===== src/include/issue_consts.svh =====
// ----------------------------------------------------------------------
// Sizing and encoding constants for the decode-and-issue subsystem.
// ISSUE_MUL_LAT must be 1 or more. Pipe count is limited only by area.
// ----------------------------------------------------------------------
`ifndef ISSUE_CONSTS_SVH
`define ISSUE_CONSTS_SVH

// Datapath sizing
`define ISSUE_NUM_PIPES 3
`define ISSUE_MUL_LAT   2
`define ISSUE_XLEN      32
`define ISSUE_INST_BITS 32
`define ISSUE_REG_BITS  5

// RV32 encodings for the supported subset
`define ISSUE_OPC_OP     7'b0110011
`define ISSUE_OPC_OPIMM  7'b0010011
`define ISSUE_F7_BASE    7'b0000000
`define ISSUE_F7_MULDIV  7'b0000001

`endif


===== src/rtl/issue_pkg.sv =====
// ----------------------------------------------------------------------
// Enumerated types shared by the decoder and the execution pipes.
// ADDI has no micro-op of its own and travels as UOP_ADD.
// ----------------------------------------------------------------------
`default_nettype none

package issue_pkg;

  // Micro-op sent from decode to a pipe
  typedef enum logic {
    UOP_ADD = 1'b0,
    UOP_MUL = 1'b1
  } uop_e;

  // Life cycle of one execution pipe
  // IDLE accepts, BUSY counts latency, DONE holds the result
  typedef enum logic [1:0] {
    PIPE_IDLE = 2'd0,
    PIPE_BUSY = 2'd1,
    PIPE_DONE = 2'd2
  } pipe_state_e;

endpackage

`default_nettype wire


===== src/rtl/exec_pipe.sv =====
// ----------------------------------------------------------------------
// Single execution pipe. ADD is ready one cycle after capture, MUL
// after ISSUE_MUL_LAT cycles. Result is held until acknowledged.
// ----------------------------------------------------------------------
`timescale 1ns/100ps
`default_nettype none

`include "issue_consts.svh"

module exec_pipe (
  input  logic                       clk,
  input  logic                       rst,
  input  logic                       issue_val,
  input  issue_pkg::uop_e            issue_uop,
  input  logic [`ISSUE_XLEN-1:0]     issue_op1,
  input  logic [`ISSUE_XLEN-1:0]     issue_op2,
  input  logic [`ISSUE_XLEN-1:0]     issue_pc,
  input  logic [`ISSUE_REG_BITS-1:0] issue_waddr,
  output logic                       idle,
  output logic                       res_val,
  output logic [`ISSUE_XLEN-1:0]     res_data,
  output logic [`ISSUE_XLEN-1:0]     res_pc,
  output logic [`ISSUE_REG_BITS-1:0] res_waddr,
  input  logic                       res_ack
);
  import issue_pkg::*;

  localparam int CNT_W = $clog2(`ISSUE_MUL_LAT + 1);

  pipe_state_e            state;
  logic [CNT_W-1:0]       cnt;
  uop_e                   uop_q;
  logic [`ISSUE_XLEN-1:0] op1_q;
  logic [`ISSUE_XLEN-1:0] op2_q;
  logic [`ISSUE_XLEN-1:0] result;

  // Low half of the product only
  assign result = (uop_q == UOP_MUL) ? (op1_q * op2_q) : (op1_q + op2_q);

  // Control FSM with latency counter
  always_ff @(posedge clk) begin
    if (rst) begin
      state <= PIPE_IDLE;
      cnt   <= '0;
    end else begin
      case (state)
        PIPE_IDLE: if (issue_val) begin
          state <= PIPE_BUSY;
          cnt   <= (issue_uop == UOP_MUL) ? CNT_W'(`ISSUE_MUL_LAT - 1) : '0;
        end
        PIPE_BUSY: if (cnt == '0) state <= PIPE_DONE;
                   else cnt <= cnt - 1'b1;
        PIPE_DONE: if (res_ack) state <= PIPE_IDLE;
        default:   state <= PIPE_IDLE;
      endcase
    end
  end

  // Operands and tags on capture, result at end of latency
  always_ff @(posedge clk) begin
    if ((state == PIPE_IDLE) && issue_val) begin
      uop_q     <= issue_uop;
      op1_q     <= issue_op1;
      op2_q     <= issue_op2;
      res_pc    <= issue_pc;
      res_waddr <= issue_waddr;
    end
    if ((state == PIPE_BUSY) && (cnt == '0)) res_data <= result;
  end

  assign idle    = (state == PIPE_IDLE);
  assign res_val = (state == PIPE_DONE);

endmodule

`default_nettype wire


===== config.mk =====
export PLATFORM = sky130hd
export DESIGN_NAME = exec_pipe
export DESIGN_NICKNAME = d
export VERILOG_FILES = /design/src/rtl/issue_pkg.sv /design/src/rtl/exec_pipe.sv
export VERILOG_INCLUDE_DIRS = /design/src /design/src/include
export SDC_FILE = /design/constraint.sdc
export NUM_CORES = 1
export LEC_CHECK = 0
export BUFFER_PORTS_ARGS = -buffer_cell sky130_fd_sc_hd__buf_2
export CAP_MARGIN = 5
export CORE_ASPECT_RATIO = 0.5
export CORE_MARGIN = 2
export CORE_UTILIZATION = 62
export CTS_CLUSTER_DIAMETER = 150
export DETAILED_ROUTE_END_ITERATION = 12
export PLACE_DENSITY_LB_ADDON = 0.12
export SETUP_SLACK_MARGIN = 0.4
export SLEW_MARGIN = 15
export SYNTH_ARGS = -nofsm -noshare
export SYNTH_HDL_FRONTEND = slang
export SYNTH_SLANG_ARGS = --single-unit
export TNS_END_PERCENT = 1

===== constraint.sdc =====
create_clock -name clk -period 8.25 [get_ports clk]
set_input_delay 0.4125 -clock clk [delete_from_list [all_inputs] [get_ports clk]]
set_output_delay 0.4125 -clock clk [all_outputs]
set_load 0.005 [all_outputs]

## After elaboration in Yosys (flattened, before gate mapping)

Index checks and enable logic that the tools add are counted.

| storage, ports and cells | value |
|---|---|
| register bits after elaboration | 138 |
| bits of input ports | 106 |
| output and inout bits | 71 |
| word-level logic and storage cells | 33 |

| operators by class | value |
|---|---|
| $add $sub $neg | 2 |
| $mul | 1 |
| eq/ne operators | 6 |
| mux-type cells | 9 |
| reduce and logical (&&, ||, !) cells | 7 |

Operator list:

| operator | number |
|---|---|
| 32-bit adder | 1 |
| 32-bit by 32-bit multiplier with 32-bit output | 1 |
| 32-bit 2-to-1 mux | 1 |
| 2-bit 2-to-1 mux | 5 |
| 2-bit case mux with 3 select lines | 1 |
| 3-bit AND reduction | 2 |
| 2-bit logical NOT | 2 |
| 2-bit by 1-bit inequality test with 1-bit output, second input constant | 2 |
| 2-bit inequality test, second input constant | 2 |
| 2-bit case mux with 2 select lines | 1 |
| 2-bit by 1-bit == test with 1-bit output, second input constant | 1 |
| 2-bit == test, second input constant | 1 |
| 1-bit logical AND | 2 |
| 2-bit nonzero test | 1 |
| 2-bit by 1-bit subtractor with 2-bit output, second input constant | 1 |
| 1-bit 2-to-1 mux | 1 |

## Depth between registers and ports, before layout

| depth | value |
|---|---|
| depth in word-level cells | 3 |
| gate-level depth with buffers | 28 |
| depth with buffers taken out | 25 |

## Worst setup path before layout

Ideal clock, no wire load.

| timing | value |
|---|---|
| path type | reg2reg |
| from | reg op1_q[12] |
| to | reg res_data[27], data pin |
| library setup time | 0.270 ns |
| arrival | 6.715 ns |
| slack | 1.265 ns |
| stages on the path, launching flop included | 26 |
| clock period less this slack | 6.985 ns |
| cells stage by stage | edfxtp_1 clkbuf_1 and2_1 fa_1 fa_1 fa_1 inv_1 fa_1 inv_1 fa_1 inv_1 fa_1 inv_1 fa_1 fa_1 ha_1 buf_2 nand2_1 nand3_1 or3b_2 o211ai_1 o21a_1 o21bai_1 a21oi_1 xor2_1 a21oi_1 |

| on the way | value |
|---|---|
| longest elaborated chain between the ends | 2 |
| elaborated cells between the ends (all ways) | 3 |
| those cells by class | 1 x add/sub; 1 x mul; 1 x mux |

RTL lines:

| what | line | source |
|---|---|---|
| start, declared | exec_pipe.sv:33 | `` logic [`ISSUE_XLEN-1:0] op1_q; `` |
| start signal, assigned | exec_pipe.sv:63 | `op1_q <= issue_op1;` |
| 32-bit by 32-bit multiplier with 32-bit output or 32-bit adder (tied branches) | exec_pipe.sv:38 | `assign result = (uop_q == UOP_MUL) ? (op1_q * op2_q) : (op1_q + op2_q);` |
| 32-bit 2-to-1 mux (*) | exec_pipe.sv:38 |  |
| via result[27] | exec_pipe.sv:35 | `` logic [`ISSUE_XLEN-1:0] result; `` |
| end signal, assigned | exec_pipe.sv:68 | `if ((state == PIPE_BUSY) && (cnt == '0)) res_data <= result;` |
| end, declared | exec_pipe.sv:21 | `` output logic [`ISSUE_XLEN-1:0] res_data, `` |

Mark *: on every way through the listed nets, which the timed path passes. The rest lies on a longest branch.
A chain may end at the register's enable or synchronous reset.

## Final worst setup path

| timing | value |
|---|---|
| from | reg op2_q[2] |
| to | reg res_data[31], data pin |

| on the way | value |
|---|---|
| longest elaborated chain between the ends | 2 |
| elaborated cells between the ends (all ways) | 3 |
| those cells by class | 1 x add/sub; 1 x mul; 1 x mux |

RTL lines:

| what | line | source |
|---|---|---|
| start, declared | exec_pipe.sv:34 | `` logic [`ISSUE_XLEN-1:0] op2_q; `` |
| start signal, assigned | exec_pipe.sv:64 | `op2_q <= issue_op2;` |
| 32-bit by 32-bit multiplier with 32-bit output or 32-bit adder (tied branches) | exec_pipe.sv:38 |  |
| 32-bit 2-to-1 mux (*) | exec_pipe.sv:38 |  |
| via result[31] | exec_pipe.sv:35 |  |

Marks and branches as above.

==> flow_summary.json <==
{
  "status": "complete, no violations",
  "worstReg2RegStart": "op2_q[2]$_DFFE_PP_",
  "avgSynthCellArea_um2": 10.13,
  "ioPinCount": 177,
  "syn_inst": 2137,
  "rsz0062_at_grt": "true",
  "cp_slowest_cell": "fa_1",
  "cpMostUsedCell": "fa_1",
  "dieArea_um2": 36510,
  "die_x_um": 268.2,
  "path_class": "register to register",
  "cp_cell_sequence": "buf_4 > and2_1 > fa_1 > inv_1 > fa_1 > fa_1 > fa_1 > inv_1 > fa_1 > fa_1 > fa_1 > fa_1 > ha_1 > and2_1 > o21ai_0 > o21ai_0 > o211ai_1 > buf_4 > o21a_1 > o21a_1 > o21a_1 > o31a_1 > o31ai_1",
  "use_met2_pct": 52.80,
  "hp-start": "issue_op1[27]",
  "place_ws_ns": 0.4298,
  "hold_depth": 1,
  "place_hpwl_mm": 53.34,
  "hold_buffers": 0,
  "synth-seq-cells": 138,
  "hold_class": "input port to register",
  "vias": 16140,
  "avgRoutedWirePerCell_um": 23.13,
  "finalMaxSlewViolations": 0,
  "fin_tns_setup_ns": 0,
  "clk_pin_slew_worst_paths_ns": 0.08,
  "setup_viol_count_final": 0,
  "numCtsBuffers": 17,
  "regArea_um2": 4104,
  "use_met3_pct": 18.69,
  "track_usage_pct": 38.19,
  "slew_headroom_pct": 24.12,
  "coreArea_um2": 34410,
  "start_util_pct": 62.90,
  "gp_congestion": 0.9950,
  "fmax_ghz": 0.1300,
  "path_delay_family": "adder cells",
  "worstRegToRegCells": 23,
  "synth.distinct_cells": 57,
  "grt_overflow": 0,
  "cts_tree": "yes",
  "vias_per_cell": 5.697,
  "gr-usage-met1_pct": 53.83,
  "cts_buffer_depth": 2,
  "syn_nets": 2807,
  "die_h_um": 136.1,
  "setup_ws_ns": 0.5548,
  "worstPathArrival_ns": 7.96,
  "synthArstFlopShare_pct": 0,
  "critPathLaunch": "op2_q[2]$_DFFE_PP_",
  "layout_common_cells": "fa_1, inv_1, and2_1",
  "layout_commonest_cell": "fa_1",
  "drive_gt1_share_pct": 13.70,
  "multi_input_area_um2": 15750,
  "fillerInstances": 2671,
  "endpoint_kind": "register",
  "finalClockSkew_ns": 0.01979,
  "synth.cell_area_um2": 21640,
  "ant_nets": 0,
  "cts.sinks": 138,
  "rows": 48,
  "drv_cap": 0,
  "drc": 0,
  "min_period_over_period_pct": 93.28,
  "busiest_layer": "met1",
  "critical_path_required_ns": 8.51,
  "clk_latency_ns": 0.45,
  "io_buffers": 176,
  "critPathMaxStageDelay_ns": 0.58,
  "n_antenna_cell": 0,
  "wirelength_mm": 65.50,
  "antenna_found_initial": 4,
  "htree_levels": 4,
  "drt_iter0_drc": 1746,
  "dr.pass1.iters": 6,
  "cp_max_fo": 7,
  "synth-seq-area-share_pct": 18.96,
  "hold_viol": 0,
  "fin_nets": 3014,
  "start_kind": "register",
  "period_minus_slack_ns": 7.695,
  "synth_edf_count": 134,
  "tightestPinTransition_ns": 1.138,
  "synthFlopType": "edfxtp_1",
  "syn_to_final_growth_pct": 11.98,
  "yosys_warnings": 0,
  "grt_pass1_vias": 16790,
  "cp.depth": 23,
  "grt_max_degree": 80,
  "root_buffer": "clkbuf_16",
  "grt_pass1_wl_mm": 99.57,
  "cp_num_buf_inv": 4
}
[cell usage after synthesis, types with 12 or more instances]
cell | instances | share of area [%]
nor2_1 | 35 | 0.61
nor3_1 | 12 | 0.28
and2_1 | 307 | 8.9
o21ai_0 | 41 | 0.95
a21o_1 | 25 | 0.87
a21oi_1 | 46 | 1.1
inv_1 | 393 | 6.8
xnor2_1 | 73 | 3.0
nand2_1 | 251 | 4.4
clkbuf_1 | 84 | 1.5
ha_1 | 155 | 9.0
o21a_1 | 13 | 0.45
fa_1 | 409 | 38
edfxtp_1 | 134 | 19
xor2_1 | 33 | 1.3
[worst paths after layout]
kind	to	slack (ns)
setup / recovery	res_data[31]$_DFFE_PP_	0.55
hold / removal	op1_q[27]$_DFFE_PP_	0.14
setup reg to reg	res_data[31]$_DFFE_PP_	0.55
hold reg to reg	state[0]$_SDFFE_PP0P_	0.48
[what timing repair did]
action,CTS,global route
setup endpoints to repair,1,8
buffers inserted,5,33
resized for setup,0,2
[per-layer routing]
layer / routed length [µm] / vias to the layer above / share of wire (%)
met2: 26450 / 1018 / 40
met4: 1468 / 6 / 2.2
met3: 10530 / 117 / 16
li1: - / 7002 / -
met1: 27010 / 7992 / 41
met5: 38 / - / 0.058
[registers in the layout (all words and copies together), names as in the netlist]
name	count
res_data	32
op1_q	32
res_waddr	5
res_pc	32
op2_q	32
state	2
cnt	2
uop_q	1
[final cells by class]
type                    instances  share of cell area (%)
inverters                     393                   6.086
flip-flops and latches        138                   16.93
clock buffers                  17                   1.755
multi-input cells            1518                   64.98
clock inverters                15                  0.6969
well taps                     475                   2.452
repair buffers                276                   7.093
[logic make-up (layout without fill, tap and decap cells)]
kind of cell,Yosys count,count (layout),synth area share (%)
simple gates,649,649,15.37
fa+ha+maj,564,564,46.79
buf+inv,481,701,8.347
compound gates,193,193,5.960
flops,138,138,18.96
xor+xnor,106,106,4.289
mux,6,6,0.2833
[per-stage QoR]
| step | utilization (%) | std cells | cell area (µm²) | hold slack [ns] |
|---|---|---|---|---|
| after floorplan | - | 2137 | 21640 | 0.4452 |
| after global placement | 67.67 | 2762 | 23290 | 0.4738 |
| after detailed placement | 67.67 | 2762 | 23290 | 0.4842 |
| after CTS | 69.55 | 2799 | 23930 | 0.1179 |
| after global routing | 70.43 | 2832 | 24240 | 0.1218 |
| final | 70.43 | 2832 | 24240 | 0.1383 |
Power is not shown: default switching activity piles up to over one toggle a cycle in this logic, so the estimate is an artifact.
