<file path="src/include/issue_consts.svh">
// ----------------------------------------------------------------------
// Sizing and encoding constants for the decode-and-issue subsystem.
// ISSUE_MUL_LAT must be 1 or more. Pipe count is limited only by area.
// ----------------------------------------------------------------------
`ifndef ISSUE_CONSTS_SVH
`define ISSUE_CONSTS_SVH

// Datapath sizing
`define ISSUE_NUM_PIPES 3
`define ISSUE_MUL_LAT   2
`define ISSUE_XLEN      32
`define ISSUE_INST_BITS 32
`define ISSUE_REG_BITS  5

// RV32 encodings for the supported subset
`define ISSUE_OPC_OP     7'b0110011
`define ISSUE_OPC_OPIMM  7'b0010011
`define ISSUE_F7_BASE    7'b0000000
`define ISSUE_F7_MULDIV  7'b0000001

`endif

</file>
<file path="src/rtl/issue_pkg.sv">
// ----------------------------------------------------------------------
// Enumerated types shared by the decoder and the execution pipes.
// ADDI has no micro-op of its own and travels as UOP_ADD.
// ----------------------------------------------------------------------
`default_nettype none

package issue_pkg;

  // Micro-op sent from decode to a pipe
  typedef enum logic {
    UOP_ADD = 1'b0,
    UOP_MUL = 1'b1
  } uop_e;

  // Life cycle of one execution pipe
  // IDLE accepts, BUSY counts latency, DONE holds the result
  typedef enum logic [1:0] {
    PIPE_IDLE = 2'd0,
    PIPE_BUSY = 2'd1,
    PIPE_DONE = 2'd2
  } pipe_state_e;

endpackage

`default_nettype wire

</file>
<file path="src/rtl/decode_issue.sv">
// ----------------------------------------------------------------------
// In-order decode and issue for ADD, ADDI and MUL. No bypassing; any
// pending source or destination stalls. Illegal or x0-destination
// instructions are consumed without issue.
// ----------------------------------------------------------------------
`timescale 1ns/100ps
`default_nettype none

`include "issue_consts.svh"

module decode_issue (
  input  logic                          clk,
  input  logic                          rst,
  input  logic                          inst_val,
  input  logic [`ISSUE_INST_BITS-1:0]   inst,
  input  logic [`ISSUE_XLEN-1:0]        pc,
  output logic                          inst_rdy,
  output logic                          illegal_pulse,
  input  logic [`ISSUE_NUM_PIPES-1:0]   pipe_idle,
  output logic [`ISSUE_NUM_PIPES-1:0]   issue_val,
  output issue_pkg::uop_e               issue_uop,
  output logic [`ISSUE_XLEN-1:0]        issue_op1,
  output logic [`ISSUE_XLEN-1:0]        issue_op2,
  output logic [`ISSUE_XLEN-1:0]        issue_pc,
  output logic [`ISSUE_REG_BITS-1:0]    issue_waddr,
  input  logic                          rf_wen,
  input  logic [`ISSUE_REG_BITS-1:0]    rf_waddr,
  input  logic [`ISSUE_XLEN-1:0]        rf_wdata
);
  import issue_pkg::*;

  localparam int NUM_REGS = 1 << `ISSUE_REG_BITS;

  // ----------------------------------------------------------------------
  // Field extraction and decode
  // ----------------------------------------------------------------------

  logic [6:0]                 opcode;
  logic [2:0]                 funct3;
  logic [6:0]                 funct7;
  logic [`ISSUE_REG_BITS-1:0] rd;
  logic [`ISSUE_REG_BITS-1:0] rs1;
  logic [`ISSUE_REG_BITS-1:0] rs2;
  logic [`ISSUE_XLEN-1:0]     imm_i;
  logic                       is_add;
  logic                       is_mul;
  logic                       is_addi;
  logic                       legal;
  logic                       uses_rs2;

  assign opcode = inst[6:0];
  assign rd     = inst[11:7];
  assign funct3 = inst[14:12];
  assign rs1    = inst[19:15];
  assign rs2    = inst[24:20];
  assign funct7 = inst[31:25];

  // I-type immediate, sign extended
  assign imm_i = {{(`ISSUE_XLEN-12){inst[31]}}, inst[31:20]};

  assign is_add  = (opcode == `ISSUE_OPC_OP) && (funct3 == 3'b000) &&
                   (funct7 == `ISSUE_F7_BASE);
  assign is_mul  = (opcode == `ISSUE_OPC_OP) && (funct3 == 3'b000) &&
                   (funct7 == `ISSUE_F7_MULDIV);
  assign is_addi = (opcode == `ISSUE_OPC_OPIMM) && (funct3 == 3'b000);

  assign legal    = is_add | is_mul | is_addi;
  assign uses_rs2 = is_add | is_mul;

  // ----------------------------------------------------------------------
  // Register file and scoreboard
  // ----------------------------------------------------------------------

  logic [`ISSUE_XLEN-1:0] rf [NUM_REGS];
  logic [NUM_REGS-1:0]    pending;
  logic [NUM_REGS-1:0]    pend_set;
  logic [NUM_REGS-1:0]    pend_clr;
  logic [`ISSUE_XLEN-1:0] rs1_data;
  logic [`ISSUE_XLEN-1:0] rs2_data;

  // Writeback port keeps x0 at zero
  always_ff @(posedge clk) begin
    if (rst) begin
      for (int i = 0; i < NUM_REGS; i++) begin
        rf[i] <= '0;
      end
    end else if (rf_wen && (rf_waddr != '0)) begin
      rf[rf_waddr] <= rf_wdata;
    end
  end

  assign rs1_data = (rs1 == '0) ? '0 : rf[rs1];
  assign rs2_data = (rs2 == '0) ? '0 : rf[rs2];

  // ----------------------------------------------------------------------
  // Hazards, handshake and pipe select
  // ----------------------------------------------------------------------

  logic                        run_q;
  logic                        raw_hazard;
  logic                        waw_hazard;
  logic                        wb_hazard;
  logic                        rd_zero;
  logic                        fire;
  logic                        do_issue;
  logic [`ISSUE_NUM_PIPES-1:0] pipe_sel;

  assign raw_hazard = pending[rs1] | (uses_rs2 & pending[rs2]);
  assign waw_hazard = pending[rd];
  // Register being written this cycle has not reached the file yet
  assign wb_hazard  = rf_wen & ((rf_waddr == rs1) | (uses_rs2 & (rf_waddr == rs2)));
  assign rd_zero    = (rd == '0);

  // Nothing to issue for illegal or x0 writes, so always take them
  assign inst_rdy = run_q & (~legal | rd_zero |
                    (~raw_hazard & ~waw_hazard & ~wb_hazard & (|pipe_idle)));

  assign fire     = inst_val & inst_rdy;
  assign do_issue = fire & legal & ~rd_zero;

  // Lowest set bit of the idle mask
  assign pipe_sel  = pipe_idle & (~pipe_idle + 1'b1);
  assign issue_val = do_issue ? pipe_sel : '0;

  // Shared payload for every pipe
  assign issue_uop   = is_mul ? UOP_MUL : UOP_ADD;
  assign issue_op1   = rs1_data;
  assign issue_op2   = is_addi ? imm_i : rs2_data;
  assign issue_pc    = pc;
  assign issue_waddr = rd;

  // Set wins over a clear of the same bit
  always_comb begin
    pend_set = '0;
    pend_clr = '0;
    if (do_issue) pend_set[rd] = 1'b1;
    if (rf_wen)   pend_clr[rf_waddr] = 1'b1;
  end

  always_ff @(posedge clk) begin
    if (rst) begin
      run_q         <= 1'b0;
      pending       <= '0;
      illegal_pulse <= 1'b0;
    end else begin
      run_q         <= 1'b1;
      pending       <= (pending & ~pend_clr) | pend_set;
      illegal_pulse <= fire & ~legal;
    end
  end

endmodule

`default_nettype wire

</file>
<file path="config.mk">
export PLATFORM = sky130hd
export DESIGN_NAME = decode_issue
export DESIGN_NICKNAME = d
export VERILOG_FILES = /design/src/rtl/issue_pkg.sv /design/src/rtl/decode_issue.sv
export VERILOG_INCLUDE_DIRS = /design/src /design/src/include
export SDC_FILE = /design/constraint.sdc
export NUM_CORES = 2
export LEC_CHECK = 0
export ABC_AREA = 0
export BUFFER_PORTS_ARGS = -buffer_cell sky130_fd_sc_hd__clkbuf_2
export CAP_MARGIN = 15
export CORE_MARGIN = 8
export CORE_UTILIZATION = 41
export CTS_BUF_LIST = sky130_fd_sc_hd__clkbuf_16
export DETAILED_ROUTE_END_ITERATION = 7
export PLACE_DENSITY = 0.53
export SETUP_SLACK_MARGIN = 0.4
export SLEW_MARGIN = 20
export SYNTH_ARGS = -nofsm -noshare
export SYNTH_HDL_FRONTEND = slang
export SYNTH_SLANG_ARGS = --single-unit
</file>
<file path="constraint.sdc">
create_clock -name clk -period 9.52 [get_ports clk]
set_input_delay 1.904 -clock clk [delete_from_list [all_inputs] [get_ports clk]]
set_output_delay 1.904 -clock clk [all_outputs]
set_load 0.02 [all_outputs]
</file>
Yosys cells after proc, flatten, opt, wreduce, memory -nomap -nowiden. Memory sizes are Yosys's and may differ from the RTL's. Cells that the tools add are included.

$add $sub $neg: 1. Multipliers: 0. Divide/modulo/power cells: 0. Order comparisons: 6. Eq/ne operators: 5. Shift-type cells: 0. Mux-type cells: 26. Bitwise logic cells: 27. Reductions and logical operators: 15.

Operator list (count): 32-bit two-way mux (6); 32-bit bitwise AND (1); 32-bit NOT (1); 32-bit bitwise OR (1); 32-bit OR reduction (1); 5-bit by 6-bit less-than comparator with 1-bit output, second input constant (4); 1-bit binary-select mux with 5-bit select (3); 5-bit zero test (3); 1-bit two-way mux (13); 1-bit bitwise AND (11); 1-bit demux with 5-bit select (2); 5-bit == test (2); 5-bit by 1-bit >= comparator with 1-bit output, second input constant (2); 7-bit by 1-bit == test with 1-bit output, second input constant (1); 7-bit by 5-bit == test with 1-bit output, second input constant (1); 7-bit by 6-bit == test with 1-bit output, second input constant (1); 1-bit logical AND (7); 7-bit zero test (1); 1-bit bitwise OR (6); 5-bit two-way mux (1); 1-bit NOT (5); 5-bit nonzero test (1); 3-bit by 1-bit adder with 3-bit output, second input constant (1); 3-bit bitwise AND (1); 4 further kinds (4).

Register bits after elaboration: 34. Bits in latches: 0. Memory bits (writable): 1024. Memory bits (read-only): 0. Input port bits: 108. Output and inout port bits: 107. Logic and storage cells: 84. Memories: 1.

Memory list: rf (depth 32, width 32, rd ports 2, clocked after Yosys merged registers in 0, wr ports 32, RTL line decode_issue.sv:74) `` logic [`ISSUE_XLEN-1:0] rf [NUM_REGS]; ``.

Depth between registers and ports, before layout.
Depth after elaboration: 17. Gate-level depth with buffers: 10. Gate-level depth less buffers: 6.

Worst setup path after synthesis. Ideal clock, no wire load.

Path type: input to output. Start point: input port inst[18]. End point: output port inst_rdy. Arrival time: 4.092 ns. Data required time: 7.616 ns. Setup slack: 3.524 ns. Cell stages on the path: 7. Cell sequence: clkbuf_1 mux4_2 and3_1 a211o_1 a211oi_2 a21oi_1 a2111oi_1.

Word-level cells in the longest chain between the ends: 9.

RTL lines: start: declaration (RTL line decode_issue.sv:15) `` input logic [`ISSUE_INST_BITS-1:0] inst, ``; 1-bit binary-select mux with 5-bit select (RTL line decode_issue.sv:108) `assign raw_hazard = pending[rs1] | (uses_rs2 & pending[rs2]);`; 1-bit two-way mux (implied by the code) (RTL line decode_issue.sv:108); 1-bit bitwise OR (RTL line decode_issue.sv:108); 1-bit NOT (RTL line decode_issue.sv:116) `(~raw_hazard & ~waw_hazard & ~wb_hazard & (|pipe_idle)));`; 1-bit bitwise AND (RTL line decode_issue.sv:116); 1-bit bitwise AND (*) (2 in a row) (RTL line decode_issue.sv:116); 1-bit bitwise OR (*) (RTL line decode_issue.sv:115) `assign inst_rdy = run_q & (~legal | rd_zero |`; 1-bit bitwise AND (*) (RTL line decode_issue.sv:115); end: declaration (RTL line decode_issue.sv:17) `output logic inst_rdy,`.

Every way passes the cells marked *; elsewhere a longest branch is shown, timed or not. The select of a mux whose other input is x is not followed.

Worst setup path in the final report.
Start point: input port inst[16]. End point: output port issue_val[2].

Word-level cells in the longest chain between the ends: 13.

RTL lines: 1-bit binary-select mux with 5-bit select (RTL line decode_issue.sv:108); 1-bit two-way mux (implied by the code) (RTL line decode_issue.sv:108); 1-bit bitwise OR (RTL line decode_issue.sv:108); 1-bit NOT (RTL line decode_issue.sv:116); 1-bit bitwise AND (RTL line decode_issue.sv:116); 1-bit bitwise AND (*) (2 in a row) (RTL line decode_issue.sv:116); 1-bit bitwise OR (*) (RTL line decode_issue.sv:115); 1-bit bitwise AND (*) (RTL line decode_issue.sv:115); 1-bit bitwise AND (*) (RTL line decode_issue.sv:118) `assign fire = inst_val & inst_rdy;`; 1-bit bitwise AND (*) (2 in a row) (RTL line decode_issue.sv:119) `assign do_issue = fire & legal & ~rd_zero;`; 3-bit two-way mux (*) (RTL line decode_issue.sv:123) `assign issue_val = do_issue ? pipe_sel : '0;`; end: declaration (RTL line decode_issue.sv:20) `` output logic [`ISSUE_NUM_PIPES-1:0] issue_val, ``.

Marked as above.

==> results.txt <==
The run finished with clean final reports. Headroom to the max-slew limit came out at 22.63%. The leakage power total was 0.02160 uW; the required time reported for the critical path endpoint was 7.62 ns.

The run gives 5.33 ns as the worst endpoint data arrival time. The synthesized design contains 1058 register bits. On the final layout, the worst hold slack is 0.4869 ns.

Sink count of the clock tree: 1058. For this run the aggregate overflow at the end of global routing stands at 0. During I/O placement, the number of pins put on the boundary was 215. The number of different library cells used by synthesis comes to 54.

Counting tap cells, the placed design contains a total of 5352 instances. The clock slew seen by the registers of the worst setup and hold paths is 0.06 ns. The all-layer global routing usage was 26.82%; the final critical path time including I/O delays and setup was 7.236 ns.

Post-layout instance count excluding filler cells: 5589. IR analysis of the VDD net gives a maximum drop of 157.0 uV. Entering global routing, the biggest net connects 125 pins.

The combined flip-flop and latch cell area was 31430 um^2; the count of flip-flops with a built-in enable after synthesis was 1024. The worst register-to-register path has a depth of 6. The height of the chip was 390.2 um; the number of failing setup endpoints in the final timing report was 0. STA classifies the critical path endpoint as a primary output. The final-report hold violation count was 0; the number of design-rule violations left by the first detailed-router iteration was 4241. The effective utilization at floorplan was 41.25%.

The final weighted congestion of routability-driven global placement was 0.8611; the via count of the first global-routing pass was 36510. The cell count after synthesis is 3628, and the top fanout value on the critical path is 124. The critical path is of the primary input to primary output type. Final clock period utilization by the worst path: 76.01%.

The core region is 139200 um^2. In this run the worst hold path is classified as flip-flop to flip-flop. The site row count came out at 137. The growth of design area from synthesis to finish works out to 11.72%. STA classifies the critical path startpoint as a primary input. The worst hold path passes through 2 cells. For the vias after detailed routing, the log shows 34980. In this run the remaining antenna-violating nets after routing total 0. The final layout contains 3707 nets. The clock passes through at most 3 buffers. The run gives 3 as the total number of H-tree levels. The run gives 118 as the number of clock buffers inserted by TritonCTS. The die width works out to 390.2 um. The largest stage delay on the critical path was 0.60 ns. Of all flip-flops after synthesis, the portion carrying an async set or reset was 0%. Buffers inserted to repair hold after CTS numbered 0.

Summed over all nets, the half-perimeter wirelength after detailed placement is 116300 um. Max-cap violations in this run came to 0. Yosys printed 0 warnings. The layout filler cell count came out at 12120. Global-route wire length before repair: 287500 um.

The run gives 0 as the number of buffers inserted to repair setup after CTS. The post-detailed-routing wire length is 206500 um, and the fraction of synthesized cell area taken by the top area cell type is 53.56%. On the critical path, the stage with the largest delay is an instance of sky130_fd_sc_hd__mux4_2. By area the synthesized netlist is led by sky130_fd_sc_hd__edfxtp_1 54%, sky130_fd_sc_hd__mux4_2 26%, sky130_fd_sc_hd__and2_1 11%, sky130_fd_sc_hd__clkbuf_1 1.9%, sky130_fd_sc_hd__dfxtp_1 1.2%.

The post-detailed-route wirelength per cell is 36.94 um, and the area of the multi-input gates is 24710 um^2. The run gives 0 as the max-slew violation total from the final report. Adding up every negative setup slack in the final design gives 0 ns.

The post-synthesis instance area came out at 57410 um^2. TritonCTS built the clock tree. sky130_fd_sc_hd__edfxtp_1 takes more of the synthesized area than any other cell. The logs give 24 for the initial antenna violation count and 138.2 MHz for the timing-limited maximum frequency. Cells with a size suffix above 1 make up 32.41% of the layout.

After detailed routing, the number of remaining DRC violations is 0. The logs give 5 for the detailed-router iteration count before antenna repair and 0.74 ns for the source-to-sink clock delay at the later pin of the worst-skew pair. The power density over cell area is 178.9 nW/um^2.

Setup repair after global routing left no endpoint under its margin. The transition time of the tightest slew-check pin was 1.156 ns; the ratio of routed vias to standard cells was 6.258. The critical path goes through buf_8 > buf_12 > mux4_2 > a32oi_1 > a21oi_1 > a211o_1 > buf_4 > nor4_1 > clkbuf_2. The clock arrives with 0.003326 ns of skew. In the synthesized netlist the dominant register cell turns out to be sky130_fd_sc_hd__edfxtp_1. The floorplan step defined a die boundary enclosing 152300 um^2. For this run, the register share of the synthesized area comes to 54.75%.

After layout, the design draws a total of 11480 uW. The tools report the number of instances resized during post-cts repair as 0. During placement, the flow inserted port buffers numbering 150. The tree is rooted in a sky130_fd_sc_hd__clkbuf_16.

A synthesized cell averages 15.82 um^2.
Yosys cell counts (3+ instances only):
| cell type | instances |
|---|---|
| sky130_fd_sc_hd__buf_6 | 9 |
| sky130_fd_sc_hd__dfxtp_1 | 34 |
| sky130_fd_sc_hd__or3_1 | 34 |
| sky130_fd_sc_hd__buf_2 | 78 |
| sky130_fd_sc_hd__a21oi_1 | 36 |
| sky130_fd_sc_hd__mux2i_1 | 47 |
| sky130_fd_sc_hd__nor4_1 | 7 |
| sky130_fd_sc_hd__o21ai_1 | 4 |
| sky130_fd_sc_hd__mux4_2 | 654 |
| sky130_fd_sc_hd__o21ai_0 | 65 |
| sky130_fd_sc_hd__nand2b_1 | 7 |
| sky130_fd_sc_hd__edfxtp_1 | 1024 |
| sky130_fd_sc_hd__nor2b_1 | 5 |
| sky130_fd_sc_hd__buf_4 | 39 |
| sky130_fd_sc_hd__o31ai_2 | 30 |
| sky130_fd_sc_hd__o22ai_1 | 4 |
| sky130_fd_sc_hd__o211ai_1 | 25 |
| sky130_fd_sc_hd__nor3_1 | 6 |
| sky130_fd_sc_hd__and3_1 | 3 |
| sky130_fd_sc_hd__nor2_1 | 48 |
| sky130_fd_sc_hd__nand3b_1 | 11 |
| sky130_fd_sc_hd__or3b_2 | 3 |
| sky130_fd_sc_hd__nand2_1 | 86 |
| sky130_fd_sc_hd__buf_1 | 25 |
| sky130_fd_sc_hd__inv_1 | 6 |
| sky130_fd_sc_hd__clkbuf_1 | 290 |
| sky130_fd_sc_hd__o311ai_0 | 6 |
| sky130_fd_sc_hd__nand3_1 | 9 |
| sky130_fd_sc_hd__and2_1 | 993 |
| sky130_fd_sc_hd__xor2_1 | 8 |
| sky130_fd_sc_hd__mux2_2 | 3 |
area by class of cell:
cell class	count	share of cell area, %
well taps	1876	3.660
diodes	13	0.05072
multi-input cells	2154	38.53
clock inverters	100	1.169
inverters	6	0.03707
clock buffers	121	4.721
flip-flops and latches	1058	49.01
repair buffers	261	2.825
through the flow:
step / instance area (um^2) / util, % / worst slack, ns
floorplan: 57530 / - / 3.524
global placement: 60240 / 43.28 / 2.364
detailed placement: 60260 / 43.30 / 2.437
CTS: 64040 / 46.01 / 2.430
global route: 64110 / 46.06 / 2.187
finish: 64140 / 46.08 / 2.284
layout by cell type (no fill, tap or decap), types with 36 or more instances in the layout:
| cell type | count |
|---|---|
| sky130_fd_sc_hd__and2_1 | 993 |
| sky130_fd_sc_hd__buf_4 | 101 |
| sky130_fd_sc_hd__a21oi_1 | 36 |
| sky130_fd_sc_hd__clkbuf_2 | 140 |
| sky130_fd_sc_hd__mux2i_1 | 47 |
| sky130_fd_sc_hd__clkbuf_16 | 121 |
| sky130_fd_sc_hd__clkinv_1 | 36 |
| sky130_fd_sc_hd__nand2_1 | 85 |
| sky130_fd_sc_hd__edfxtp_1 | 1024 |
| sky130_fd_sc_hd__mux4_2 | 654 |
sequential cells by signal, summed over array words and instances, names as in the netlist:
name	count
run_q	1
rf	1024
pending	32
illegal_pulse	1
per-layer routing:
metal / wire, um / global-route usage (%) / up-vias
li1: - / - / 13990
met1: 77580 / 34.03 / 18540
met2: 101600 / 45.09 / 1986
met3: 18350 / 6.089 / 459
met4: 8940 / 10.08 / 2
met5: 19 / 0 / -
final timing paths:
| path | startpoint | to | slack (ns) |
|---|---|---|---|
| max | inst[16] | issue_val[2] | 2.28 |
| min | run_q$_DFF_P_ | illegal_pulse$_SDFF_PP0_ | 0.49 |
| max reg2reg | pending[9]$_SDFF_PP0_ | pending[6]$_SDFF_PP0_ | 6.82 |
| min reg2reg | run_q$_DFF_P_ | illegal_pulse$_SDFF_PP0_ | 0.49 |
power breakdown:
part           switching (uW)  leakage, uW  internal, uW
Combinational             847      0.00966           613
Clock                    1960      0.00191          2580
Sequential                120       0.0100          5350
Total                    2920       0.0216          8550
logic make-up (layout without fill, tap and decap cells):
kind of cell | Yosys count | after routing | synth area share, %
AO/OA/AOI/OAI | 185 | 185 | 2.299
XOR/XNOR | 10 | 10 | 0.1526
buffers and inverters | 447 | 488 | 3.465
flip-flops | 1058 | 1058 | 54.75
multiplexers | 704 | 704 | 26.53
other | 1 | 45 | 0.006532
AND/OR/NAND/NOR | 1223 | 1223 | 12.79
critical path, delay by kind of cell:
kind | cells | cell delay, ns
AND/OR/NAND/NOR | 1 | 0.31
buffers and inverters | 4 | 1.46
multiplexers | 1 | 0.60
AO/OA/AOI/OAI | 3 | 0.66
Note: power is estimated with default switching activity, not from simulation.
