==> config.mk <==
export PLATFORM = sky130hd
export DESIGN_NAME = writeback_arb
export DESIGN_NICKNAME = d
export VERILOG_FILES = /design/src/rtl/writeback_arb.sv
export VERILOG_INCLUDE_DIRS = /design/src /design/src/include
export SDC_FILE = /design/constraint.sdc
export NUM_CORES = 1
export LEC_CHECK = 0
export BUFFER_PORTS_ARGS = -buffer_cell sky130_fd_sc_hd__buf_2
export CAP_MARGIN = 20
export CORE_AREA = 3 3 108 110
export CTS_CLUSTER_SIZE = 40
export DETAILED_ROUTE_END_ITERATION = 10
export DIE_AREA = 0 0 111 113
export PLACE_DENSITY_LB_ADDON = 0.05
export SYNTH_ARGS = -nofsm -noshare
export SYNTH_HDL_FRONTEND = slang
export SYNTH_SLANG_ARGS = --single-unit
==> constraint.sdc <==
create_clock -name clk -period 2.05 [get_ports clk]
set_clock_uncertainty 0.05 [all_clocks]
set_input_delay 0.205 -clock clk [delete_from_list [all_inputs] [get_ports clk]]
set_output_delay 0.205 -clock clk [all_outputs]
set_load 0.01 [all_outputs]
==> src/include/issue_consts.svh <==
// ----------------------------------------------------------------------
// Sizing and encoding constants for the decode-and-issue subsystem.
// ISSUE_MUL_LAT must be 1 or more. Pipe count is limited only by area.
// ----------------------------------------------------------------------
`ifndef ISSUE_CONSTS_SVH
`define ISSUE_CONSTS_SVH

// Datapath sizing
`define ISSUE_NUM_PIPES 3
`define ISSUE_MUL_LAT   2
`define ISSUE_XLEN      32
`define ISSUE_INST_BITS 32
`define ISSUE_REG_BITS  5

// RV32 encodings for the supported subset
`define ISSUE_OPC_OP     7'b0110011
`define ISSUE_OPC_OPIMM  7'b0010011
`define ISSUE_F7_BASE    7'b0000000
`define ISSUE_F7_MULDIV  7'b0000001

`endif

==> src/rtl/writeback_arb.sv <==
// ----------------------------------------------------------------------
// Fixed-priority writeback arbiter, lowest pipe index wins. One write
// per cycle, no back-pressure. Outputs are the register-file port.
// ----------------------------------------------------------------------
`timescale 1ns/100ps
`default_nettype none

`include "issue_consts.svh"

module writeback_arb (
  input  logic                        clk,
  input  logic                        rst,
  input  logic [`ISSUE_NUM_PIPES-1:0] res_val,
  input  logic [`ISSUE_XLEN-1:0]      res_data  [`ISSUE_NUM_PIPES],
  input  logic [`ISSUE_XLEN-1:0]      res_pc    [`ISSUE_NUM_PIPES],
  input  logic [`ISSUE_REG_BITS-1:0]  res_waddr [`ISSUE_NUM_PIPES],
  output logic [`ISSUE_NUM_PIPES-1:0] res_ack,
  output logic                        wb_val,
  output logic [`ISSUE_XLEN-1:0]      wb_pc,
  output logic [`ISSUE_XLEN-1:0]      wb_data,
  output logic [`ISSUE_REG_BITS-1:0]  wb_waddr
);

  logic [`ISSUE_NUM_PIPES-1:0] grant;
  logic [`ISSUE_XLEN-1:0]      sel_data;
  logic [`ISSUE_XLEN-1:0]      sel_pc;
  logic [`ISSUE_REG_BITS-1:0]  sel_waddr;

  // Isolate lowest valid request
  assign grant   = res_val & (~res_val + 1'b1);
  assign res_ack = grant;

  // One-hot mux of the granted lane
  always_comb begin
    sel_data  = '0;
    sel_pc    = '0;
    sel_waddr = '0;
    for (int i = 0; i < `ISSUE_NUM_PIPES; i++) begin
      if (grant[i]) begin
        sel_data  = res_data[i];
        sel_pc    = res_pc[i];
        sel_waddr = res_waddr[i];
      end
    end
  end

  always_ff @(posedge clk) begin
    if (rst) wb_val <= 1'b0;
    else     wb_val <= |res_val;
  end

  // Payload follows the grant and matters only with wb_val
  always_ff @(posedge clk) begin
    if (|res_val) begin
      wb_data  <= sel_data;
      wb_pc    <= sel_pc;
      wb_waddr <= sel_waddr;
    end
  end

endmodule

`default_nettype wire

Word-level counts from Yosys, hierarchy flattened:

Cells that the tools add are included.

* flip-flop bits (word level): 70
* latch bits: 0
* memory bits (writable): 0
* memory bits (read-only): 0
* bits of input ports: 212
* word-level logic and storage cells: 17
* memories kept: 0

* add/sub/neg operators: 1
* multipliers: 0
* divide/modulo/power cells: 0
* order comparisons: 0
* eq/ne operators: 0
* shift-type cells: 0
* muxes and demuxes: 9
* bitwise operators: 2
* reductions and logical operators: 1

Operator list (number)
* 32-bit two-way mux: 6
* 5-bit two-way mux: 3
* 3-bit by 1-bit adder with 3-bit output, second input constant: 1
* 3-bit bitwise AND: 1
* 3-bit NOT: 1
* 3-bit OR reduction: 1

Depth between registers and ports, before layout:

Gate-level depths: netlist (run 1).

* depth after elaboration: 6
* mapped depth: 4

Least setup slack after synthesis (run 1):

OpenSTA, ideal clock, no wires.

* path type: input port to flip-flop
* from: input port res_val[2]
* to: register wb_data[0], enable pin
* arrival: 0.997 ns
* slack: 0.656 ns
* cell stages on the path: 2
* path buffers: 1
* cell sequence: buf_2 -> or3_4

* longest elaborated chain between the ends: 1

RTL lines
* from (decl): RTL line writeback_arb.sv:13 `` input logic [`ISSUE_NUM_PIPES-1:0] res_val, ``
* 3-bit OR reduction: RTL line writeback_arb.sv:54 `if (|res_val) begin`
* to (signal assigned): RTL line writeback_arb.sv:55 `wb_data <= sel_data;`
* to (decl): RTL line writeback_arb.sv:20 `` output logic [`ISSUE_XLEN-1:0] wb_data, ``

No other way between the ends.
A chain may end at the register's enable or synchronous reset.

Worst setup path after layout (run 1):

* from: input port res_val[2]
* to: output port res_ack[2]

* longest elaborated chain between the ends: 3

RTL lines
* 3-bit NOT: RTL line writeback_arb.sv:30 `assign grant = res_val & (~res_val + 1'b1);`
* 3-bit by 1-bit adder with 3-bit output: RTL line writeback_arb.sv:30
* 3-bit bitwise AND (*): RTL line writeback_arb.sv:30
* to (decl): RTL line writeback_arb.sv:17 `` output logic [`ISSUE_NUM_PIPES-1:0] res_ack, ``

Every way passes the cells marked *; elsewhere a longest branch is shown, timed or not.

==> results of run 1 <==
kinds of logic (layout without fill, tap and decap cells):
family	count (synthesis)	in the layout
buffers and inverters	39	310
and+or+nand+nor	142	142
DFF	70	70
AOI/OAI and AO/OA	138	138
worst max-delay path: cells and delay by family:
| family | cells | cell delay (ns) |
|---|---|---|
| simple gates | 1 | 0.22 |
| buf+inv | 3 | 0.54 |
registers in the layout, summed over array words and instances, names as in the netlist:
register,flops
wb_pc,32
wb_data,32
wb_val,1
wb_waddr,5
Yosys cell counts:
cell        n
a21oi_1   135
edfxtp_1   69
nand3b_1   69
nor2b_1    67
buf_2      11
buf_4      11
buf_6       9
clkbuf_1    8
a21oi_2     3
and2b_1     3
dfxtp_1     1
nor2b_4     1
nor3b_1     1
or3_4       1
placed cells by master (no fill, tap or decap):
master / netlist / layout
buf_2: 11 / 282
a21oi_1: 135 / 135
nand3b_1: 69 / 69
edfxtp_1: 69 / 69
nor2b_1: 67 / 67
clkbuf_8: 0 / 9
buf_4: 11 / 6
buf_12: 0 / 5
and2b_1: 3 / 3
a21oi_2: 3 / 3
clkinvlp_4: 0 / 2
nor3b_1: 1 / 1
or3_4: 1 / 1
nor2b_4: 1 / 1
clkinv_1: 0 / 1
clkinv_4: 0 / 1
clkinv_2: 0 / 1
bufinv_16: 0 / 1
clkbuf_1: 8 / 1
dlygate4sd3_1: 0 / 1
dfxtp_1: 1 / 1
layer usage:
layer	vias up	share of wire
met1	1751	0.38
met3	11	0.099
met2	175	0.51
met5	-	0
li1	1943	-
met4	0	0.013
layout make-up:
cell class / count / area (sq um) / area share
sequential: 70 / 2092 / 0.3659
multi-input combinational: 280 / 1694 / 0.2963
timing repair buffer: 294 / 1567 / 0.2740
tap: 140 / 175.2 / 0.03063
clock buffer: 10 / 127.6 / 0.02232
clock inverter: 6 / 62.56 / 0.01094
worst paths after layout:
kind       start         end  depth (start not counted)
max   res_val[2]  res_ack[2]                          4
min   res_pc[87]   wb_pc[23]                          3
power by group through the flow:
stage | combinational (mW) | sequential, mW | clock, mW
3_5_place_dp | 0.844 | 1.83 | 0
2_1_floorplan | 0.317 | 1.93 | 0
5_1_grt | 0.920 | 1.81 | 1.17
3_3_place_gp | 0.845 | 1.83 | 0
4_1_cts | 0.846 | 1.80 | 1.10
6_report | 0.834 | 1.80 | 1.06
metrics by stage:
step                        util  hold WS [ns]  total power, mW
after CTS                 0.5298        0.1171            3.742
after global routing      0.5298        0.1198            3.905
after global placement    0.5112        0.3475            2.673
after floorplan                -        0.2193            2.245
after detailed placement  0.5112        0.3463            2.674
final                     0.5298        0.1315            3.693
==> impl_metrics.tcl, run 1 <==
set metrics [dict create \
    outcome "finished, final reports clean" \
    grt_util_met2 0.3273 \
    path_cells "buf_2 -> buf_12 -> nor3b_1 -> buf_2" \
    p_int_mw 2.722 \
    grt_start_max_net_pins 80 \
    critPathMostFrequentCell "buf_2" \
    synthTopCellsByArea "edfxtp_1 (51%), a21oi_1 (17%), nand3b_1 (13%)" \
    switching_power_uw 971.1 \
    post_cts_buffers 0 \
    synthSimpleGateAreaFrac 0.2447 \
    grt_pass1_wl_um 18620 \
    drc_errors 0 \
    dp_hpwl_um 9327 \
    synth_top_family_by_area "simple AND/OR/NAND/NOR gates" \
    final_max_slew_viol_count 0 \
    dpl.cell_count 783 \
    wl_um 12290 \
    p_clk_frac 0.288 \
    io_pins 285 \
    diodes 0 \
    ys_ff_latch 70 \
    drive_above_1_share 0.4727 \
    syn_area_sq_um 4055 \
    vias_per_cell 4.850 \
    seq_power_share 0.487 \
    cts.sinks 70 \
    grt_setup_unrepaired "no" \
    grt.busiest_layer "met2" \
    grt_pass1_vias 3679 \
    ys_seq_area_frac 0.5159 \
    postSynthCellCount 389 \
    grt.met1_usage 0.2138 \
    initial_core_util 0.3757 \
    yosysWarnings 0 \
    syn-num-nets 601 \
    antenna_found_initial 0 \
    synth_compound_area_frac 0.1731 \
    tns_ns 0 \
    fill_cells 1004 \
    powerDensity_nw_per_um2 645.9 \
    cp.required_ns 1.79 \
    clkTransAtPathRegs_ns 0.08 \
    drt_iter0_markers 219 \
    clk_path_buf_depth 2 \
    ant_nets 0 \
    hold_viol 0 \
    synth_largest_area_cell "edfxtp_1" \
    cp-end-kind "output port" \
    clock-root-buffer "clkbuf_8" \
    setup_violations 0 \
    path_max_fanout 70 \
    switching_share 0.2629 \
    post_cts_resized 0 \
    finalNetCount 867 \
    fp.coreArea_sq_um 10790 \
    slowest_delay_ns 0.26 \
    pre_cts_slack_ns 0.6089 \
    dieArea_sq_um 12540 \
    cts_tree "yes" \
    slew-limit-headroom 0.6615 \
    postLayoutCellArea_sq_um 5718 \
    met3_usage 0.07219 \
    die_x_um 111 \
    synthXorXnorAreaFrac 0 \
    peakVddDrop_mv 0.2360 \
    max-cap-violations 0 \
    synth.avg_cell_area_sq_um 10.42 \
    synth_cell_types 14 \
    cts-buffers-inserted 9 \
    num_rows 38 \
    setup_ws_ns 0.7507 \
    drt-wirelength-per-cell_um 15.37 \
    cts_hold_buf 1 \
    gp_routability_congestion 0.8136 \
    power_leakage_nw 2.497 \
    synth_mux_area_frac 0 \
    cp.arrival_ns 1.04 \
    finalNonFillerCells 800 \
    worst_path_max_delay_cell "buf_12" \
    htreeDepth 3 \
    fin_crit_ns 1.299 \
    hold_path_class "in2reg" \
    grt_util_all_layers 0.1873 \
    die_y_um 113 \
    fmax_mhz 769.6 \
    place_area_sq_um 5518 \
    num_vias 3880 \
    grt_overflow 0 \
    finalCritPeriodShare 0.6338 \
    portBuffers 284 \
    crit_type "in2out" \
    start_kind "input pin" \
    synth_top_area_frac 0.5110 \
    worstMarginPinSlew_ns 0.5077 \
    combPwrFrac 0.226 \
    syn2layout_area_growth_pct 41.01 \
    synthAdderAreaFrac 0 \
    first_pass_iters 4 \
]
(Power assumes the default switching activity.)
==> run 2, diff against run 1 <==
--- a/config.mk
+++ b/config.mk
@@ -6,12 +6,13 @@
 export SDC_FILE = /design/constraint.sdc
 export NUM_CORES = 1
 export LEC_CHECK = 0
+export ABC_AREA = 1
 export BUFFER_PORTS_ARGS = -buffer_cell sky130_fd_sc_hd__buf_2
 export CAP_MARGIN = 20
-export CORE_AREA = 3 3 108 110
+export CORE_AREA = 3 3 109 111
 export CTS_CLUSTER_SIZE = 40
 export DETAILED_ROUTE_END_ITERATION = 10
-export DIE_AREA = 0 0 111 113
+export DIE_AREA = 0 0 112 114
 export PLACE_DENSITY_LB_ADDON = 0.05
 export SYNTH_ARGS = -nofsm -noshare
 export SYNTH_HDL_FRONTEND = slang
==> constraint.sdc (replaced) <==
create_clock -name clk -period 1.25 [get_ports clk]
set_clock_uncertainty 0.05 [all_clocks]
set_input_delay 0.125 -clock clk [delete_from_list [all_inputs] [get_ports clk]]
set_output_delay 0.125 -clock clk [all_outputs]
set_load 0.01 [all_outputs]
==> impl_metrics.tcl, run 2 <==
set metrics [dict create \
    dieArea_sq_um 12770 \
    clk_path_buf_depth 2 \
    syn_area_sq_um 3642 \
    synth_cell_types 15 \
    postSynthCellCount 393 \
    drc_errors 0 \
    vias_per_cell 4.988 \
    fin_util 0.5017 \
    synthTopCellsByCount "nand3_1 (207), nand2_1 (70), edfxtp_1 (69)" \
    num_vias 4045 \
    synth.avg_cell_area_sq_um 9.268 \
    grt_util_all_layers 0.1999 \
    power_leakage_nw 2.697 \
    first_pass_iters 5 \
    path_max_fanout 36 \
    final_common_cell "buf_2" \
    layout_common_cells "buf_2 (284), nand3_1 (207), nand2_1 (69), edfxtp_1 (69), clkbuf_8 (10)" \
    tns_ns 0 \
    drt_iter0_markers 298 \
    num_rows 38 \
    ant_nets 0 \
    antenna_found_initial 0 \
    grt_setup_unrepaired "no" \
    startpoint "res_val[0]" \
    final_max_slew_viol_count 0 \
    finalNetCount 878 \
    worstMarginPinSlew_ns 0.4854 \
    crit_type "in2out" \
    synthTopCellsByArea "edfxtp_1 (57%), nand3_1 (28%), nand2_1 (7.2%)" \
    htreeDepth 3 \
    post_cts_buffers 0 \
    synth_largest_area_cell "edfxtp_1" \
    worstHoldStart "res_data[92]" \
    peakVddDrop_mv 0.4919 \
    gp_routability_congestion 0.8867 \
    finalCritPeriodShare 0.9250 \
    cts-buffers-inserted 9 \
    grt_start_max_net_pins 44 \
    hold_path_class "in2reg" \
    grt_overflow 0 \
    clkTransAtPathRegs_ns 0.08 \
    cp-end-kind "output port" \
    post_cts_resized 0 \
    drt-wirelength-per-cell_um 16.54 \
    clock-root-buffer "clkbuf_8" \
    portBuffers 284 \
    start_kind "input pin" \
    synth_edf_count 69 \
    initial_core_util 0.3345 \
    synth_flop_cell "edfxtp_1" \
    cp.required_ns 1.08 \
    yosys.cell_count.top_type "nand3_1" \
    cp.arrival_ns 0.98 \
    die_y_um 114 \
    top_regs "wb_data (32), wb_pc (32), wb_waddr (5)" \
    hold_viol 0 \
    syn-num-nets 605 \
    ys_seq_area_frac 0.5744 \
    timing.hold.ws_ns 0.02408 \
    yosysWarnings 0 \
    fp.coreArea_sq_um 10890 \
    die_x_um 112 \
    cts.sinks 70 \
    cts_tree "yes" \
    fin_crit_ns 1.156 \
    grt_pass1_wl_um 20020 \
    ys_async_sr_fraction 0 \
    synth_top_area_frac 0.5689 \
    max-cap-violations 0 \
    pre_cts_slack_ns 0.06085 \
    outcome "finished, final reports clean" \
    slew-limit-headroom 0.6764 \
    setup_ws_ns 0.09375 \
    wl_um 13420 \
    cts_hold_buf 1 \
    fmax_mhz 864.9 \
    dp_hpwl_um 9930 \
    drive_above_1_share 0.4724 \
    syn2layout_area_growth_pct 49.98 \
    powerDensity_nw_per_um2 1109 \
    ys_ff_latch 70 \
    grt_pass1_vias 3869 \
    setup_violations 0 \
    io_pins 285 \
    diodes 0 \
]
==> run 2: changes by cell type after synthesis, sizes merged, moves of 68 or more <==
cell / before / now
nand3: 0 / 207
nor2b: 68 / 0
a21oi: 138 / 1
nand2: 0 / 70
nand3b: 69 / 0
==> run 2: cell families (layout without fill, tap and decap cells) <==
group                  after synthesis  after routing  synth area share
flip-flops                          70             70            0.5744
buffers and inverters               42            320           0.06218
AND/OR/NAND/NOR                    280            280            0.3621
AO/OA/AOI/OAI                        1              1          0.001373
==> run 2: worst paths after layout <==
check,slack (ns),end,cells after the start
max,0.09,res_ack[2],4
min,0.02,wb_data[28],3
==> run 2: stage by stage <==
step	power [mW]	area, sq um	cells
after global placement	4.331	5260	794
after CTS	6.128	5463	811
after global routing	6.353	5463	811
after floorplan	3.574	3661	393
after detailed placement	4.337	5260	794
final	6.056	5463	811
==> run 2: where the power goes <==
group	switching (mW)	internal (mW)
clock network	0.814	0.972
registers	0.0616	2.88
logic	0.728	0.599
==> run 2: worst max-delay path, stage by stage <==
cell	delay, ns
buf_2	0.18
buf_4	0.38
nor3_1	0.11
buf_2	0.16
==> run 2: layout make-up <==
type                       count  area [sq um]
sequential                    70          2092
clock buffer                  12         145.1
inverter                       3         11.26
fill                        1067          5425
tap                          140         175.2
multi-input combinational    281          1340
clock inverter                 4         47.55
timing repair buffer         301          1652
==> run 2: metal layers <==
layer	track usage	up-vias	wire length, um
met5	0	-	0
met4	0.05849	0	210
met3	0.06101	19	1269
met2	0.3425	215	6771
met1	0.2447	1844	5164
li1	-	1967	-
==> run 3, diff against run 2 <==
--- a/config.mk
+++ b/config.mk
@@ -9,10 +9,12 @@
 export ABC_AREA = 1
 export BUFFER_PORTS_ARGS = -buffer_cell sky130_fd_sc_hd__buf_2
 export CAP_MARGIN = 20
-export CORE_AREA = 3 3 109 111
+export CELL_PAD_IN_SITES_DETAIL_PLACEMENT = 0
+export CELL_PAD_IN_SITES_GLOBAL_PLACEMENT = 1
+export CORE_MARGIN = 3
+export CORE_UTILIZATION = 24
 export CTS_CLUSTER_SIZE = 40
 export DETAILED_ROUTE_END_ITERATION = 10
-export DIE_AREA = 0 0 112 114
 export PLACE_DENSITY_LB_ADDON = 0.05
 export SYNTH_ARGS = -nofsm -noshare
 export SYNTH_HDL_FRONTEND = slang
==> constraint.sdc (replaced) <==
create_clock -name clk -period 1 [get_ports clk]
set_clock_uncertainty 0.05 [all_clocks]
set_input_delay 0.1 -clock clk [delete_from_list [all_inputs] [get_ports clk]]
set_output_delay 0.1 -clock clk [all_outputs]
set_load 0.01 [all_outputs]
==> impl_metrics.tcl, run 3 (same netlist as run 2, synthesis figures left out) <==
set metrics [dict create \
    grt_overflow 0 \
    top_regs "wb_data (32), wb_pc (32), wb_waddr (5)" \
    grt_pass1_wl_um 22600 \
    first_pass_iters 6 \
    drt-wirelength-per-cell_um 16.61 \
    setup_ws_ns -0.01988 \
    fin_crit_ns 1.020 \
    post_cts_buffers 0 \
    hold_path_class "in2reg" \
    die_x_um 129.2 \
    cts-buffers-inserted 9 \
    grt_start_max_net_pins 28 \
    diodes 0 \
    cts_tree "yes" \
    portBuffers 284 \
    antenna_found_initial 1 \
    wl_um 15150 \
    vias_per_cell 4.681 \
    finalCritPeriodShare 1.020 \
    cp.arrival_ns 0.87 \
    cts.sinks 70 \
    layout_common_cells "buf_2 (282), nand3_1 (207), nand2_1 (69), edfxtp_1 (69), dlygate4sd3_1 (48)" \
    slowest_delay_ns 0.38 \
    cp-end-kind "output port" \
    drt_iter0_markers 241 \
    violations "setup timing" \
    outcome "finished, violations left" \
    slew-limit-headroom 0.7964 \
    path_cells "buf_2" \
    finalNetCount 935 \
    max-cap-violations 0 \
    io_pins 285 \
    clkTransAtPathRegs_ns 0.05 \
    grt_setup_unrepaired "yes" \
    power_leakage_nw 3.028 \
    dp_hpwl_um 11260 \
    drc_errors 0 \
    dieArea_sq_um 16690 \
    fill_cells 1524 \
    worst_path_max_delay_cell "edfxtp_1" \
    initial_core_util 0.2478 \
    grt_util_all_layers 0.1770 \
    clk_path_buf_depth 2 \
    syn2layout_area_growth_pct 72.24 \
    gp_routability_congestion 0.7871 \
    path_buf_inv 1 \
    hold_viol 0 \
    num_vias 4269 \
    crit_family "flip-flops" \
    powerDensity_nw_per_um2 1387 \
    worstMarginPinSlew_ns 0.3054 \
    grt_pass1_vias 4381 \
    num_rows 44 \
    fp.coreArea_sq_um 14700 \
    die_y_um 129.2 \
    peakVddDrop_mv 0.8229 \
    crit_type "reg2out" \
    drive_above_1_share 0.4505 \
    final_common_cell "buf_2" \
    path_max_fanout 1 \
    final_max_slew_viol_count 0 \
    htreeDepth 3 \
    cp.required_ns 0.85 \
    clock-root-buffer "clkbuf_16" \
    start_kind "flip-flop" \
    setup_violations 20 \
    power_mw 8.702 \
    fmax_mhz 980.5 \
    ant_nets 0 \
    tns_ns -0.1473 \
]
-- run 3: cell types whose count changed in the layout (fill, tap and decap cells not counted), moves of 2 or more --
cell / before / now
clkinv_1: 0 / 2
buf_12: 8 / 16
clkbuf_8: 10 / 0
dlygate4sd3_1: 1 / 48
buf_2: 284 / 282
buf_6: 0 / 3
clkbuf_16: 0 / 9
-- run 3: worst min-delay path: stages --
cell and delay [ns]:
buf_2 0.08, nand2_1 0.04, nand3_1 0.07
-- run 3: through the flow --
step           setup WS [ns]  utilization  instances  cell area (sq um)  hold WS [ns]
2_1_floorplan        -0.1678            -        393               3675        0.1191
3_3_place_gp         -0.1049       0.3735        848               5490        0.2064
3_5_place_dp        -0.09887       0.3735        848               5490        0.2074
4_1_cts             -0.05571       0.4253        912               6252      0.001767
5_1_grt             -0.06920       0.4268        912               6274      0.009684
6_report            -0.01988       0.4268        912               6274       0.01279
-- run 3: area by class of cell --
| cell class | count | area [sq um] | area share |
|---|---|---|---|
| Multi-Input combinational cell | 281 | 1345 | 0.2144 |
| Clock buffer | 10 | 229.0 | 0.03650 |
| Tap cell | 184 | 230.2 | 0.03670 |
| Clock inverter | 6 | 52.55 | 0.008377 |
| Sequential cell | 70 | 2092 | 0.3335 |
| Timing Repair Buffer | 358 | 2313 | 0.3688 |
| Inverter | 3 | 11.26 | 0.001795 |
-- run 3: power breakdown --
part,internal (mW),switching [mW]
sequential,3.61,0.0782
combinational,0.950,0.968
clock,1.90,1.20
-- run 3: worst paths after layout --
check / from / end / cells past startpoint
max: wb_pc[19] / wb_pc[19] / 1
min: res_pc[83] / wb_pc[19] / 3
-- run 3: what timing repair did --
item                                    in CTS  in global routing
endpoints found under the setup margin      64                 71
hold endpoints to repair                    47                  0
resized for setup                            0                  5
hold buffers                                48                  0
-- run 3: routing by layer --
layer / GRT usage / part of all wire
met5: 0 / 0.00086
met4: 0.05127 / 0.016
met3: 0.07172 / 0.097
met2: 0.3122 / 0.51
met1: 0.1967 / 0.38
